===== src/common/fp_round_consts.svh =====
`ifndef FP_ROUND_CONSTS_SVH
`define FP_ROUND_CONSTS_SVH

// single precision field widths
`define EXPO_WIDTH 8
`define FRAC_WIDTH 23
`define FLEN 32

// unrounded significand layout
//   bit 27     carry out of the arithmetic unit
//   bit 26     hidden bit
//   bits 25:3  fraction
//   bits 2:0   extra low bits for rounding
`define SIG_WIDTH 28

// working exponent is signed with two bits of headroom
// so overflow and underflow can be seen before packing
`define EXP_EXT_WIDTH (`EXPO_WIDTH + 2)

// 1 keeps all five rounding modes, 0 keeps ties-to-even only
`define FULL_ROUNDING_MODES_ENABLE 1

`endif


===== src/common/fp_format_pkg.sv =====
`include "fp_round_consts.svh"

package fp_format_pkg;

    // ieee word split into its fields
    typedef struct packed {
        logic                   sign;
        logic [`EXPO_WIDTH-1:0] expo;  // biased exponent
        logic [`FRAC_WIDTH-1:0] frac;  // fraction without hidden bit
    } fp_fields_t;

    // same word seen as sign plus one magnitude
    // exponent and fraction sit side by side, so an add to the
    // magnitude lets a fraction carry ripple into the exponent
    typedef struct packed {
        logic              sign;
        logic [`FLEN-2:0]  mag;
    } fp_bits_t;

    // one word, two decodes
    // pack stage rounds through bits and checks overflow through fields
    typedef union packed {
        fp_fields_t fields;
        fp_bits_t   bits;
    } fp_word_u;

endpackage


===== src/common/fp_round_pkg.sv =====
`include "fp_round_consts.svh"

package fp_round_pkg;

    // rounding mode codes, same encoding as the fcsr frm field
    typedef enum logic [2:0] {
        RM_RNE = 3'b000,  // nearest, ties to even
        RM_RTZ = 3'b001,  // toward zero
        RM_RDN = 3'b010,  // toward negative
        RM_RUP = 3'b011,  // toward positive
        RM_RMM = 3'b100   // nearest, ties to max magnitude
    } round_mode_e;

    // unrounded value from an arithmetic unit
    typedef struct packed {
        logic                             sign;
        logic signed [`EXP_EXT_WIDTH-1:0] expo;  // biased, valid when carry bit clear
        logic [`SIG_WIDTH-1:0]            sig;   // carry, hidden, fraction, 3 low bits
    } round_req_t;

    // normalized value ready for the rounding decision
    typedef struct packed {
        logic                             sign;
        logic signed [`EXP_EXT_WIDTH-1:0] expo;  // may fall outside the normal range
        logic [`FRAC_WIDTH-1:0]           frac;
        logic [2:0]                       grs;   // guard, round, sticky
        logic                             lsb;   // fraction lsb for ties to even
    } norm_t;

    // exception flags reported with each result
    typedef struct packed {
        logic inexact;
        logic overflow;
    } round_flags_t;

endpackage


===== src/round/fp_normalize.sv =====
`timescale 1ns/100ps
`include "fp_round_consts.svh"

module fp_normalize (
    input  logic                      clk,
    input  logic                      rst_n,
    input  logic                      in_valid,
    input  fp_round_pkg::round_mode_e rm,
    input  fp_round_pkg::round_req_t  req,
    output logic                      norm_valid,
    output fp_round_pkg::round_mode_e norm_rm,
    output fp_round_pkg::norm_t       norm
);
    import fp_round_pkg::*;

    localparam int BODY_W = `SIG_WIDTH - 1;        // hidden bit and below
    localparam int LZC_W  = $clog2(`SIG_WIDTH);    // counts 0 to BODY_W

    logic              carry;
    logic [BODY_W-1:0] body;
    logic              sig_zero;
    logic [LZC_W-1:0]  lzc;
    logic [BODY_W-1:0] shifted;   // hidden bit lands on the top bit
    logic              dropped;   // bit lost by the right shift
    norm_t             norm_d;

    // leading zero count, highest set bit wins
    function automatic logic [LZC_W-1:0] lead_zeros(input logic [BODY_W-1:0] v);
        logic [LZC_W-1:0] cnt;
        cnt = LZC_W'(BODY_W);  // all zero
        for (int i = 0; i < BODY_W; i++) begin
            if (v[i])
                cnt = LZC_W'(BODY_W - 1 - i);
        end
        return cnt;
    endfunction

    assign carry    = req.sig[`SIG_WIDTH-1];
    assign body     = req.sig[BODY_W-1:0];
    assign sig_zero = (req.sig == '0);
    assign lzc      = lead_zeros(body);

    // carry set means one bit too many above the point
    always_comb begin
        if (carry) begin
            shifted = req.sig[`SIG_WIDTH-1:1];
            dropped = req.sig[0];
        end else begin
            shifted = body << lzc;  // cancelled result, pull hidden bit up
            dropped = 1'b0;
        end
    end

    always_comb begin
        norm_d.sign = req.sign;
        norm_d.frac = shifted[BODY_W-2 -: `FRAC_WIDTH];
        norm_d.lsb  = shifted[3];                          // fraction lsb
        // everything under the round bit collapses into sticky
        norm_d.grs  = {shifted[2], shifted[1], shifted[0] | dropped};

        if (sig_zero)
            norm_d.expo = '0;                              // exact zero
        else if (carry)
            norm_d.expo = req.expo + `EXP_EXT_WIDTH'(1);
        else
            norm_d.expo = req.expo - `EXP_EXT_WIDTH'(lzc);
    end

    always_ff @(posedge clk or negedge rst_n) begin
        if (!rst_n) begin
            norm_valid <= 1'b0;
        end else begin
            norm_valid <= in_valid;
        end
    end

    // payload only moves on a real request
    always_ff @(posedge clk) begin
        if (in_valid) begin
            norm_rm <= rm;   // travels with its value
            norm    <= norm_d;
        end
    end

endmodule


===== src/round/fp_round_simplified.sv =====
`timescale 1ns/100ps
`include "fp_round_consts.svh"

module fp_round_simplified (
    input  logic              sign,
    input  logic [2:0]        rm,
    input  logic [2:0]        grs,
    input  logic              lsb,
    output logic              roundup,
    output logic [`FLEN-1:0]  result_if_overflow
);
    import fp_round_pkg::*;

    logic [`FLEN-1:0] inf_word;    // signed infinity
    logic [`FLEN-1:0] max_word;    // largest finite of this sign
    logic             tie_even;    // nearest even rule
    logic             any_extra;   // something was cut off

    assign inf_word  = {sign, {`EXPO_WIDTH{1'b1}}, {`FRAC_WIDTH{1'b0}}};
    assign max_word  = {sign, {(`EXPO_WIDTH-1){1'b1}}, 1'b0, {`FRAC_WIDTH{1'b1}}};
    assign tie_even  = grs[2] & (lsb | grs[1] | grs[0]);
    assign any_extra = |grs;

    if (`FULL_ROUNDING_MODES_ENABLE) begin : g_full
        always_comb begin
            case (rm)
                RM_RMM: begin
                    result_if_overflow = inf_word;
                    roundup            = grs[2];  // half or more goes away from zero
                end
                RM_RUP: begin
                    // negative values only grow toward zero here
                    result_if_overflow = sign ? max_word : inf_word;
                    roundup            = ~sign & any_extra;
                end
                RM_RDN: begin
                    result_if_overflow = sign ? inf_word : max_word;
                    roundup            = sign & any_extra;  // magnitude up when negative
                end
                RM_RTZ: begin
                    result_if_overflow = max_word;
                    roundup            = 1'b0;  // plain truncation
                end
                default: begin  // RNE and unused codes
                    result_if_overflow = inf_word;
                    roundup            = tie_even;
                end
            endcase
        end
    end else begin : g_rne_only
        always_comb begin
            if (rm == RM_RNE) begin
                result_if_overflow = inf_word;
                roundup            = tie_even;
            end else begin
                // unsupported mode gives zero
                result_if_overflow = '0;
                roundup            = 1'b0;
            end
        end
    end

endmodule


===== src/round/fp_round_pack.sv =====
`timescale 1ns/100ps
`include "fp_round_consts.svh"

module fp_round_pack (
    input  logic                       clk,
    input  logic                       rst_n,
    input  logic                       norm_valid,
    input  fp_round_pkg::norm_t        norm,
    input  logic                       roundup,
    input  logic [`FLEN-1:0]           result_if_overflow,
    output logic                       out_valid,
    output fp_format_pkg::fp_word_u    result,
    output fp_round_pkg::round_flags_t flags
);
    import fp_format_pkg::*;
    import fp_round_pkg::*;

    localparam logic signed [`EXP_EXT_WIDTH-1:0] EXP_ZERO = '0;
    localparam logic signed [`EXP_EXT_WIDTH-1:0] EXP_ONES =
        `EXP_EXT_WIDTH'((1 << `EXPO_WIDTH) - 1);

    fp_word_u     pre_word;    // truncated value
    fp_word_u     post_word;   // after the increment
    fp_word_u     result_d;
    round_flags_t flags_d;
    logic         underflow;
    logic         overflow;

    always_comb begin
        pre_word.fields.sign = norm.sign;
        pre_word.fields.expo = norm.expo[`EXPO_WIDTH-1:0];
        pre_word.fields.frac = norm.frac;

        // add one ulp on the magnitude, carry may reach the exponent
        post_word.bits.sign = pre_word.bits.sign;
        post_word.bits.mag  = pre_word.bits.mag + (`FLEN-1)'(roundup);
    end

    assign underflow = (norm.expo <= EXP_ZERO);  // no subnormals, flush
    // too big before rounding, or rounding carried into all ones
    assign overflow  = ~underflow &
                       ((norm.expo >= EXP_ONES) | (post_word.fields.expo == '1));

    always_comb begin
        result_d = post_word;
        flags_d.inexact  = |norm.grs;
        flags_d.overflow = 1'b0;
        if (underflow) begin
            result_d.fields.sign = norm.sign;   // signed zero
            result_d.fields.expo = '0;
            result_d.fields.frac = '0;
            flags_d.inexact      = 1'b1;
        end else if (overflow) begin
            result_d         = result_if_overflow;  // inf or max by mode
            flags_d.inexact  = 1'b1;
            flags_d.overflow = 1'b1;
        end
    end

    always_ff @(posedge clk or negedge rst_n) begin
        if (!rst_n) begin
            out_valid <= 1'b0;
            result    <= '0;
            flags     <= '0;
        end else begin
            out_valid <= norm_valid;
            if (norm_valid) begin
                result <= result_d;
                flags  <= flags_d;
            end
        end
    end

endmodule


===== src/source/fp_round_unit.sv =====
`timescale 1ns/100ps
`include "fp_round_consts.svh"

module fp_round_unit (
    input  logic                       clk,
    input  logic                       rst_n,
    input  logic                       in_valid,
    input  fp_round_pkg::round_mode_e  rm,
    input  fp_round_pkg::round_req_t   req,
    output logic                       out_valid,
    output fp_format_pkg::fp_word_u    result,
    output fp_round_pkg::round_flags_t flags
);
    import fp_round_pkg::*;

    logic             norm_valid;
    round_mode_e      norm_rm;             // mode aligned with norm
    norm_t            norm;
    logic             roundup;
    logic [`FLEN-1:0] result_if_overflow;

    // stage 1 normalize and grs
    fp_normalize u_normalize (
        .clk        (clk),
        .rst_n      (rst_n),
        .in_valid   (in_valid),
        .rm         (rm),
        .req        (req),
        .norm_valid (norm_valid),
        .norm_rm    (norm_rm),
        .norm       (norm)
    );

    // rounding decision between the two registers
    fp_round_simplified u_round (
        .sign               (norm.sign),
        .rm                 (norm_rm),
        .grs                (norm.grs),
        .lsb                (norm.lsb),
        .roundup            (roundup),
        .result_if_overflow (result_if_overflow)
    );

    // stage 2 increment, range check, flags
    fp_round_pack u_pack (
        .clk                (clk),
        .rst_n              (rst_n),
        .norm_valid         (norm_valid),
        .norm               (norm),
        .roundup            (roundup),
        .result_if_overflow (result_if_overflow),
        .out_valid          (out_valid),
        .result             (result),
        .flags              (flags)
    );

endmodule


===== config.mk =====
export PLATFORM = sky130hd
export DESIGN_NAME = fp_round_unit
export DESIGN_NICKNAME = d
export VERILOG_FILES = /design/src/common/fp_format_pkg.sv /design/src/common/fp_round_pkg.sv /design/src/round/fp_normalize.sv /design/src/round/fp_round_simplified.sv /design/src/round/fp_round_pack.sv /design/src/source/fp_round_unit.sv
export VERILOG_INCLUDE_DIRS = /design/src /design/src/common
export SDC_FILE = /design/constraint.sdc
export NUM_CORES = 1
export LEC_CHECK = 0
export ABC_AREA = 1
export BUFFER_PORTS_ARGS = -buffer_cell sky130_fd_sc_hd__buf_4
export CAP_MARGIN = 20
export CORE_ASPECT_RATIO = 0.7
export CORE_UTILIZATION = 26
export DETAILED_ROUTE_END_ITERATION = 12
export HOLD_SLACK_MARGIN = 0.05
export MAX_ROUTING_LAYER = met4
export SYNTH_ARGS = -nofsm -noshare
export SYNTH_HDL_FRONTEND = slang
export SYNTH_SLANG_ARGS = --single-unit

===== constraint.sdc =====
create_clock -name clk -period 4.76 [get_ports clk]
set_input_delay 0.476 -clock clk [delete_from_list [all_inputs] [get_ports clk]]
set_output_delay 0.476 -clock clk [all_outputs]
set_load 0.03 [all_outputs]

# ---- Word-level counts from Yosys, hierarchy flattened
# Cells that the tools add are included.
dict set report word_totals {
  regBits 77
  out_inout_bits 35
  inputBits 45
  elab_cells 73
}
dict set report classes {
  n_mux 39
  bitwise_logic 10
  n_shift 1
  magnitude_cmp 2
  n_reduce_logical 2
  n_addsub 3
  n_eq_ne 5
}
# cell n
set ops {}
lappend ops {{$mux W5} 26}
lappend ops {{$mux W32} 4}
lappend ops {{$pmux W32 S3} 1}
lappend ops {{$add A31 B1 Y31} 1}
lappend ops {{$logic_not A28 Y1} 1}
lappend ops {{$shl A27 B5 Y26} 1}
lappend ops {{$mux W26} 1}
lappend ops {{$add A10 B2 Y10 const B} 1}
lappend ops {{$ge A10 B9 Y1 const B} 1}
lappend ops {{$le A10 B1 Y1 const B} 1}
lappend ops {{$mux W10} 1}
lappend ops {{$sub A10 B5 Y10} 1}
lappend ops {{$eq A8 B8 Y1 const B} 1}
lappend ops {{$eq A3 B2 Y1 const B} 2}
lappend ops {{$and A1 B1 Y1} 4}
lappend ops {{$mux W1} 4}
lappend ops {{$or A1 B1 Y1} 4}
lappend ops {{$pmux W1 S4} 1}
lappend ops {{$eq A3 B1 Y1 const B} 1}
lappend ops {{$eq A3 B3 Y1 const B} 1}
lappend ops {{$reduce_or A3 Y1} 1}
lappend ops {{$mux W2} 1}
lappend ops {{$not A1 Y1} 2}

# ---- Longest topological paths before layout
# Gate-level depths: netlist of run 1.
dict set report logic_depth {
  ltp_word 30
  depth_mapped 39
  mapped_depth_nobuf 38
}

# ---- Hierarchy
# From an unflattened synthesis of run 1, not the netlist that was laid out.
dict set report unflattened {
  hier_cells 1026
  hier_area_um2 6683.9
}
# mod area_each_um2 cells_each seq_area_each_um2 n_inst
set by_module_without_submodules {}
lappend by_module_without_submodules {fp_normalize 3603.5 540 1226.2 1}
lappend by_module_without_submodules {fp_round_pack 2750.1 431 875.8 1}
lappend by_module_without_submodules {fp_round_simplified 330.3 55 0.0 1}

# ---- Worst setup path before layout of run 1
# OpenSTA, ideal clock, no wires.
dict set report synth_path {
  path_type {reg-to-reg}
  from {reg u_normalize.norm_rm[1]}
  to {reg u_pack.result[18] (netlist name)}
  required_time_ps 4694
  arrival_time_ps 3683
  period_less_slack_ps 3749
  stages_incl_launch_ff 34
  n_path_buf 1
  path_slack_ps 1011
  setup_ps 66
  path_cell_list {edfxtp_1 -> inv_1 -> nor2_1 -> inv_1 -> nor2_1 -> ha_1 -> nand3_1 -> nand2_1 -> ha_1 -> ha_1 -> nand2_1 -> inv_2 -> nand2_2 -> nor3_4 -> nand2_2 -> nor2_4 -> nand2_2 -> nor2_4 -> nand4_2 -> nor2_2 -> nand2_2 -> nor2_4 -> nand4_2 -> nor2_2 -> nand2_1 -> xor2_1 -> nor4_1 -> nand2_1 -> nand2_4 -> nand2_4 -> buf_6 -> o21ai_2 -> nand2_1 -> nand2_1}
}
dict set report synth_via {
  elab_chain_cells 8
  word_cells_on_any_way 12
  classes_between {add/sub (1); eq/ne (5); mux (4); bitwise (2)}
}
# item line
set synth_lines {}
lappend synth_lines {{from (decl)} fp_normalize.sv:11} ;# output fp_round_pkg::round_mode_e norm_rm,
lappend synth_lines {{from (signal assigned)} fp_normalize.sv:80} ;# norm_rm <= rm;
lappend synth_lines {{$eq A3 B1 Y1, or another cell as far along} fp_round_simplified.sv:26} ;# case (rm)
lappend synth_lines {{$pmux W1 S4} fp_round_simplified.sv:26}
lappend synth_lines {{$add A31 B1 Y31} fp_round_pack.sv:36} ;# post_word.bits.mag = pre_word.bits.mag + (`FLEN-1)'(roundup);
lappend synth_lines {{$eq A8 B8 Y1} fp_round_pack.sv:42} ;# ((norm.expo >= EXP_ONES) | (post_word.fields.expo == '1));
lappend synth_lines {{$or A1 B1 Y1} fp_round_pack.sv:42}
lappend synth_lines {{$and A1 B1 Y1} fp_round_pack.sv:41} ;# assign overflow = ~underflow &
lappend synth_lines {{$mux W32 (*)} fp_round_pack.sv:53} ;# end else if (overflow) begin
lappend synth_lines {{$mux W32 (*)} fp_round_pack.sv:48} ;# if (underflow) begin
lappend synth_lines {{to (signal assigned)} fp_round_pack.sv:68} ;# result <= result_d;
lappend synth_lines {{to (decl)} fp_round_pack.sv:12} ;# output fp_format_pkg::fp_word_u result,
# Every way passes the cells marked *; elsewhere a longest branch is shown, timed or not.
# A chain may end at the register's enable or synchronous reset.

# ---- Final worst setup path of run 1
dict set report layout_path {
  from {reg u_normalize.norm_rm[1]}
  to {reg u_pack.result[31] (netlist name)}
}
# The elaborated chain is that of the path after synthesis.

==> reports/results.tsv, run 1 <==
stage	metric	value	unit
outcome	status	finished clean	
cts	Hold Buf Count CTS	0	
power_and_ir_drop	P per Cell Area	277	nW/um^2
timing	highest achievable clock rate	231	MHz
floorplanning	core area	22100	sq um
final_layout	Final nets	1014	
setup_path	CP max stage cell	edfxtp_1	
detailed_routing	via count	6068	
setup_path	CP most frequent cell	nand2_1	
detailed_routing	# DRC	0	
timing	RSZ-0062 raised after global routing	no	
detailed_routing	DR WL/cell	14.2	um
placed_design	Post-DP HPWL	14000	um
timing	final hold violation count	0	
timing	Final Critical Period	4.33	ns
final_layout	antenna cells	0	
placed_design	RD Place Congestion	0.896	
yosys	Synth Area per Inst	6.71	sq um
cts	post_cts resized	0	
floorplanning	I/O pin cnt	80	
cts	CTS H-Tree Depth	3	
timing	period utilization	91.0	%
timing	Worst-Margin Slew	0.654	ns
floorplanning	die height	129	um
setup_path	Worst setup SP type	flip-flop	
grt	Remaining Overflow, GRT	0	
setup_path	Reg2Reg Setup Slack	0.43	ns
grt	GRT Overall Usage	16.4	%
cts	root buf cell	clkbuf_16	
detailed_routing	routed wire length	18000	um
grt	initial antenna violation count	0	
yosys	top post-synthesis cells by count	nand2_1 (296), nand3_1 (110), inv_1 (100)	
floorplanning	die width	183	um
floorplanning	full die area	23600	sq um
detailed_routing	vias per inst	4.79	
final_layout	share of cells above drive strength 1	14.9	%
yosys	top cells by area, synth	edfxtp_1 (20%), nand2_1 (19%), dfrtp_1 (15%)	
detailed_routing	Post-DRT Antenna Nets	0	
yosys	ys async rst share	47.4	%
yosys	Yosys reg bits	76	
final_layout	filler instances	2440	
cts	Clock transition at path regs	0.05	ns
setup_path	CP Data Required Time	5.04	ns
yosys	top_reg_cell synth	edfxtp_1	
yosys	register area share after synthesis	35.2	%
yosys	Synth top area share	20.1	%
power_and_ir_drop	leak pwr	3.47	nW
setup_path	Max FO, Critical Path	28	
timing	Rel. slew slack	56.0	%
run	Max-Cap Viols	0	
hold_path	Hold WC Path Type	input pin to asynchronous set/reset pin	
setup_path	Worst Setup End Kind	flip-flop	
cts	CTS tree	yes	
grt	vias in the first global route	5489	
setup_path	Setup Crit Path Kind	flip-flop to flip-flop	
timing	Final setup viols	0	
timing	setup TNS	0	ns
yosys	number of synthesized flops with an enable pin	40	
yosys	cell taking the most area after synthesis	edfxtp_1	
cts	CTS Buffer Depth	2	
yosys	Ys Warns	0	
grt	largest net degree at the start of global routing	42	
yosys	Post-Syn Instances	889	
yosys	most common cell in the netlist	nand2_1	
cts	Post-CTS Setup Inserts	0	
yosys	post-synthesis instance area	5970	sq um
detailed_routing	initial DRC count	496	
yosys	Post-Syn Nets	945	
timing	Max Slew Vio Count	0	
timing	skew final	0.00412	ns
final_layout	post-layout util	32.4	%
cts	CTS Buf Count	9	
floorplanning	Initial Utilization	27.0	%
floorplanning	row cnt	45	
placed_design	I/O Buffers	79	
grt	first-pass GRT wire length	29500	um
final_layout	area delta synth->final	19.6	%
yosys	Synth cell types	44	
setup_path	arrival time worst endpoint	4.60	ns
detailed_routing	DRT Pass-1 Iters	5	
power_and_ir_drop	Peak supply drop	0.170	mV
setup_path	Crit path largest cell delay	0.42	ns
cts	worst skew pair latency	0.34	ns
cts	# clock sinks	76	
report_power, final:
part,internal (W),switching [W]
sequential,0.000777,0.0000596
clock,0.000341,0.000241
combinational,0.000192,0.000368
flip-flops by register name (all words and copies together), names as in the netlist:
| register | flops |
|---|---|
| u_normalize.norm_valid | 1 |
| u_normalize.norm_rm | 3 |
| u_normalize.norm | 37 |
| u_pack.result | 32 |
| u_pack.out_valid | 1 |
| u_pack.flags | 2 |
critical path, delay by kind of cell (launching register included):
kind	cells	cell delay [ns]
buffers and inverters	4	0.40
XOR/XNOR	1	0.16
flip-flops	1	0.42
adder cells (fa/ha/maj)	3	0.61
AND/OR/NAND/NOR	26	2.66
final cells by class:
type / instances / area [sq um] / share of cell area (%)
Multi-Input combinational cell: 675 / 3330 / 46.6
Tap cell: 305 / 382 / 5.34
Clock inverter: 5 / 20.0 / 0.280
Clock buffer: 10 / 229 / 3.21
Timing Repair Buffer: 91 / 683 / 9.57
Sequential cell: 76 / 2100 / 29.4
Inverter: 105 / 394 / 5.52
cell usage in the layout, fill, tap and decap left out, types with 2 or more instances in the layout:
cell type and n:
clkbuf_16 9, nor3_4 2, o21a_1 3, ha_1 10
nor4_1 9, and3_1 2, nor2_4 4, nand2_4 2
inv_2 3, nand2_1 296, dfrtp_1 36, nand4_2 3
inv_1 100, nand3_1 110, a31oi_1 2, o21ai_0 50
nor3_1 7, o311ai_0 2, or2_2 3, edfxtp_1 40
clkinv_1 6, o21ai_1 3, xor2_1 10, o22ai_1 5
nor2_2 5, o21ai_2 8, a21oi_1 30, nand2_2 6
xnor2_1 2, nor2_1 62, o211ai_1 10, buf_4 91
nand3_2 3, nand4_1 16
routing by layer:
metal | vias up | wire (um) | track usage [%]
li1 | 3073 | - | -
met1 | 2760 | 9380 | 24.1
met2 | 219 | 7080 | 22.2
met3 | 16 | 1420 | 4.33
met4 | 0 | 150 | 3.14
met5 | - | 0 | -
cell families (layout without fill, tap and decap cells):
logic type,count (synthesis),after routing,share of synthesized area (%)
fa+ha+maj,11,11,2.43
buf+inv,138,211,9.05
simple gates,533,533,39.8
xor+xnor,12,12,1.76
compound gates,119,119,11.7
flops,76,76,35.2
metrics by stage:
step           setup WS [ns]  instance area [sq um]  total power, W  std cells  hold slack [ns]
5_1_grt             0.000796                   7140         0.00211       1267            0.132
6_report               0.431                   7140         0.00198       1267           0.0905
4_1_cts                0.417                   7140         0.00200       1267           0.0959
3_3_place_gp           0.551                   6890         0.00140       1252            0.458
3_5_place_dp           0.450                   6890         0.00141       1252            0.463
2_1_floorplan           1.01                   5970         0.00120        889            0.180
final timing paths:
path / from / to / depth (start not counted)
setup / recovery: u_normalize.norm_rm[1] / u_pack.result[31] / 34
hold / removal: rst_n / u_pack.out_valid / 1
setup reg to reg: u_normalize.norm_rm[1] / u_pack.result[31] / 34
hold reg to reg: u_pack.result[17] / u_pack.result[17] / 2
max in group asynchronous: rst_n / u_pack.result[23] / 1
min in group clk: rm[0] / u_normalize.norm_rm[0] / 1
(Power assumes the default switching activity.)
==> inputs of run 2 (changes only) <==
--- a/config.mk
+++ b/config.mk
@@ -10,10 +10,11 @@
 export BUFFER_PORTS_ARGS = -buffer_cell sky130_fd_sc_hd__buf_4
 export CAP_MARGIN = 20
 export CORE_ASPECT_RATIO = 0.7
-export CORE_UTILIZATION = 26
+export CORE_UTILIZATION = 48
 export DETAILED_ROUTE_END_ITERATION = 12
 export HOLD_SLACK_MARGIN = 0.05
 export MAX_ROUTING_LAYER = met4
+export PLACE_DENSITY = 0.68
 export SYNTH_ARGS = -nofsm -noshare
 export SYNTH_HDL_FRONTEND = slang
 export SYNTH_SLANG_ARGS = --single-unit
==> run 2 against run 1 <==
  * Cell count is 12% lower
  * Critical path type unchanged
  * Combinational power increased by 1%
  * Critical endpoint is now u_pack.result[25]
  * Routed wire length shrank 4.3%
  * Sequential power about the same
  * Via count grew 1.1%
  * Critical path depth fell by 2
  * Clock power rose by 14%
  * Design area is 1.6% lower
  * First-iteration DRC count grew 29%
==> reports/results.tsv, run 2 (synthesis gave the netlist of run 1 again) <==
stage	metric	value	unit
final_layout	Top Registers	u_normalize.norm: 37 flops, u_pack.result: 32 flops, u_normalize.norm_rm: 3 flops	
floorplanning	core area	11900	sq um
timing	Worst-Margin Slew	0.937	ns
floorplanning	die width	135	um
final_layout	filler instances	1211	
grt	vias in the first global route	5403	
power_and_ir_drop	P per Cell Area	294	nW/um^2
setup_path	CP Data Required Time	5.03	ns
grt	GRT Overall Usage	28.8	%
placed_design	RD Place Congestion	0.912	
grt	first-pass GRT wire length	27600	um
final_layout	Largest register FFs	37	
final_layout	most common cell after layout, fill and taps aside	nand2_1	
setup_path	Worst setup SP type	flip-flop	
detailed_routing	routed wire length	17200	um
power_and_ir_drop	leak pwr	3.49	nW
detailed_routing	initial DRC count	642	
timing	period utilization	88.5	%
cts	root buf cell	clkbuf_16	
setup_path	CP max stage cell	edfxtp_1	
placed_design	Post-DP HPWL	13100	um
final_layout	Top reg by flops	u_normalize.norm	
final_layout	area delta synth->final	17.7	%
setup_path	Setup Crit Path Kind	flip-flop to flip-flop	
floorplanning	I/O pin cnt	80	
detailed_routing	DRT Pass-1 Iters	5	
final_layout	Final nets	1015	
setup_path	Crit path largest cell delay	0.42	ns
final_layout	share of cells above drive strength 1	15.6	%
floorplanning	row cnt	33	
timing	Final setup viols	0	
detailed_routing	DR WL/cell	15.4	um
cts	worst skew pair latency	0.33	ns
timing	highest achievable clock rate	237	MHz
timing	Rel. slew slack	36.7	%
grt	initial antenna violation count	0	
timing	Max Slew Vio Count	0	
timing	setup TNS	0	ns
detailed_routing	# DRC	0	
timing	RSZ-0062 raised after global routing	no	
placed_design	DP Area	6700	sq um
setup_path	Max FO, Critical Path	14	
run	Max-Cap Viols	0	
timing	skew final	0.00654	ns
setup_path	Worst Setup End Kind	flip-flop	
cts	# clock sinks	76	
cts	CTS Buf Count	9	
hold_path	Hold WC Path Type	input pin to asynchronous set/reset pin	
final_layout	fin area	7030	sq um
floorplanning	full die area	12900	sq um
outcome	status	finished clean	
timing	final hold violation count	0	
floorplanning	Initial Utilization	50.2	%
grt	Remaining Overflow, GRT	0	
setup_path	CP most frequent cell	nand2_1	
final_layout	post-layout util	59.1	%
setup_path	arrival time worst endpoint	4.49	ns
detailed_routing	Post-DRT Antenna Nets	0	
floorplanning	die height	95.3	um
cts	Clock transition at path regs	0.06	ns
placed_design	I/O Buffers	79	
final_layout	antenna cells	0	
cts	CTS H-Tree Depth	3	
detailed_routing	via count	6132	
cts	CTS Buffer Depth	2	
timing	Final Critical Period	4.21	ns
power_and_ir_drop	Peak supply drop	0.209	mV
grt	largest net degree at the start of global routing	42	
final_layout	most frequent cells in the layout	nand2_1 (296), nand3_1 (110), inv_1 (100)	
detailed_routing	vias per inst	5.47	
cts	CTS tree	yes	
cts	Hold Buf Count CTS	0	
[run 2: worst max-delay path: cells and delay by family (launching register included)]
kind	cells	cell delay, ns
DFF	1	0.42
xor gates and xnor gates	1	0.15
buffers and inverters	3	0.23
adders and majority gates	3	0.62
and+or+nand+nor	25	2.70
[run 2: worst paths after layout]
kind	start	to	slack, ns	depth (start not counted)
worst max register to register	u_normalize.norm_rm[1]	u_pack.result[25]	0.55	32
worst min register to register	u_pack.result[17]	u_pack.result[17]	0.48	2
max in group asynchronous	rst_n	u_pack.result[22]	4.35	1
worst min-delay path	rst_n	u_pack.result[1]	0.08	1
min in group clk	req[38]	u_normalize.norm[37]	0.32	1
worst max-delay path	u_normalize.norm_rm[1]	u_pack.result[25]	0.55	32
[run 2: metal layers]
layer  up-vias  GRT usage [%]  share of wire [%]
met5         -              -                  0
met4         0           5.15               0.69
met3        14           5.00                8.1
met2       245           39.5                 40
met1      2796           44.0                 51
li1       3077              -                  -
[run 2: per-stage QoR]
step	instances	power (W)	worst slack [ns]	hold WS, ns
after CTS	1119	0.00207	0.435	0.0959
after detailed placement	1103	0.00140	0.472	0.455
after global placement	1103	0.00140	0.601	0.457
after global routing	1121	0.00218	0.0352	0.121
after floorplan	889	0.00120	1.01	0.180
final	1121	0.00207	0.546	0.0846
[run 2: power breakdown]
| group | switching [W] | internal (W) | leakage [nW] |
|---|---|---|---|
| combinational | 0.000372 | 0.000193 | 2.50 |
| sequential | 0.0000570 | 0.000776 | 0.855 |
| clock | 0.000258 | 0.000408 | 0.141 |
[run 2: repair_timing]
item | CTS | global route
setup buffers | 0 | 0
setup endpoints to repair | 0 | 8
resized for setup | 0 | 3
[run 2: final cells by class]
| cell class | instances | area [sq um] | area share (%) |
|---|---|---|---|
| Clock buffer | 11 | 233 | 3.31 |
| Clock inverter | 5 | 58.8 | 0.837 |
| Inverter | 105 | 397 | 5.64 |
| Multi-Input combinational cell | 677 | 3360 | 47.9 |
| Sequential cell | 76 | 2100 | 29.9 |
| Tap cell | 157 | 196 | 2.80 |
| Timing Repair Buffer | 90 | 676 | 9.62 |
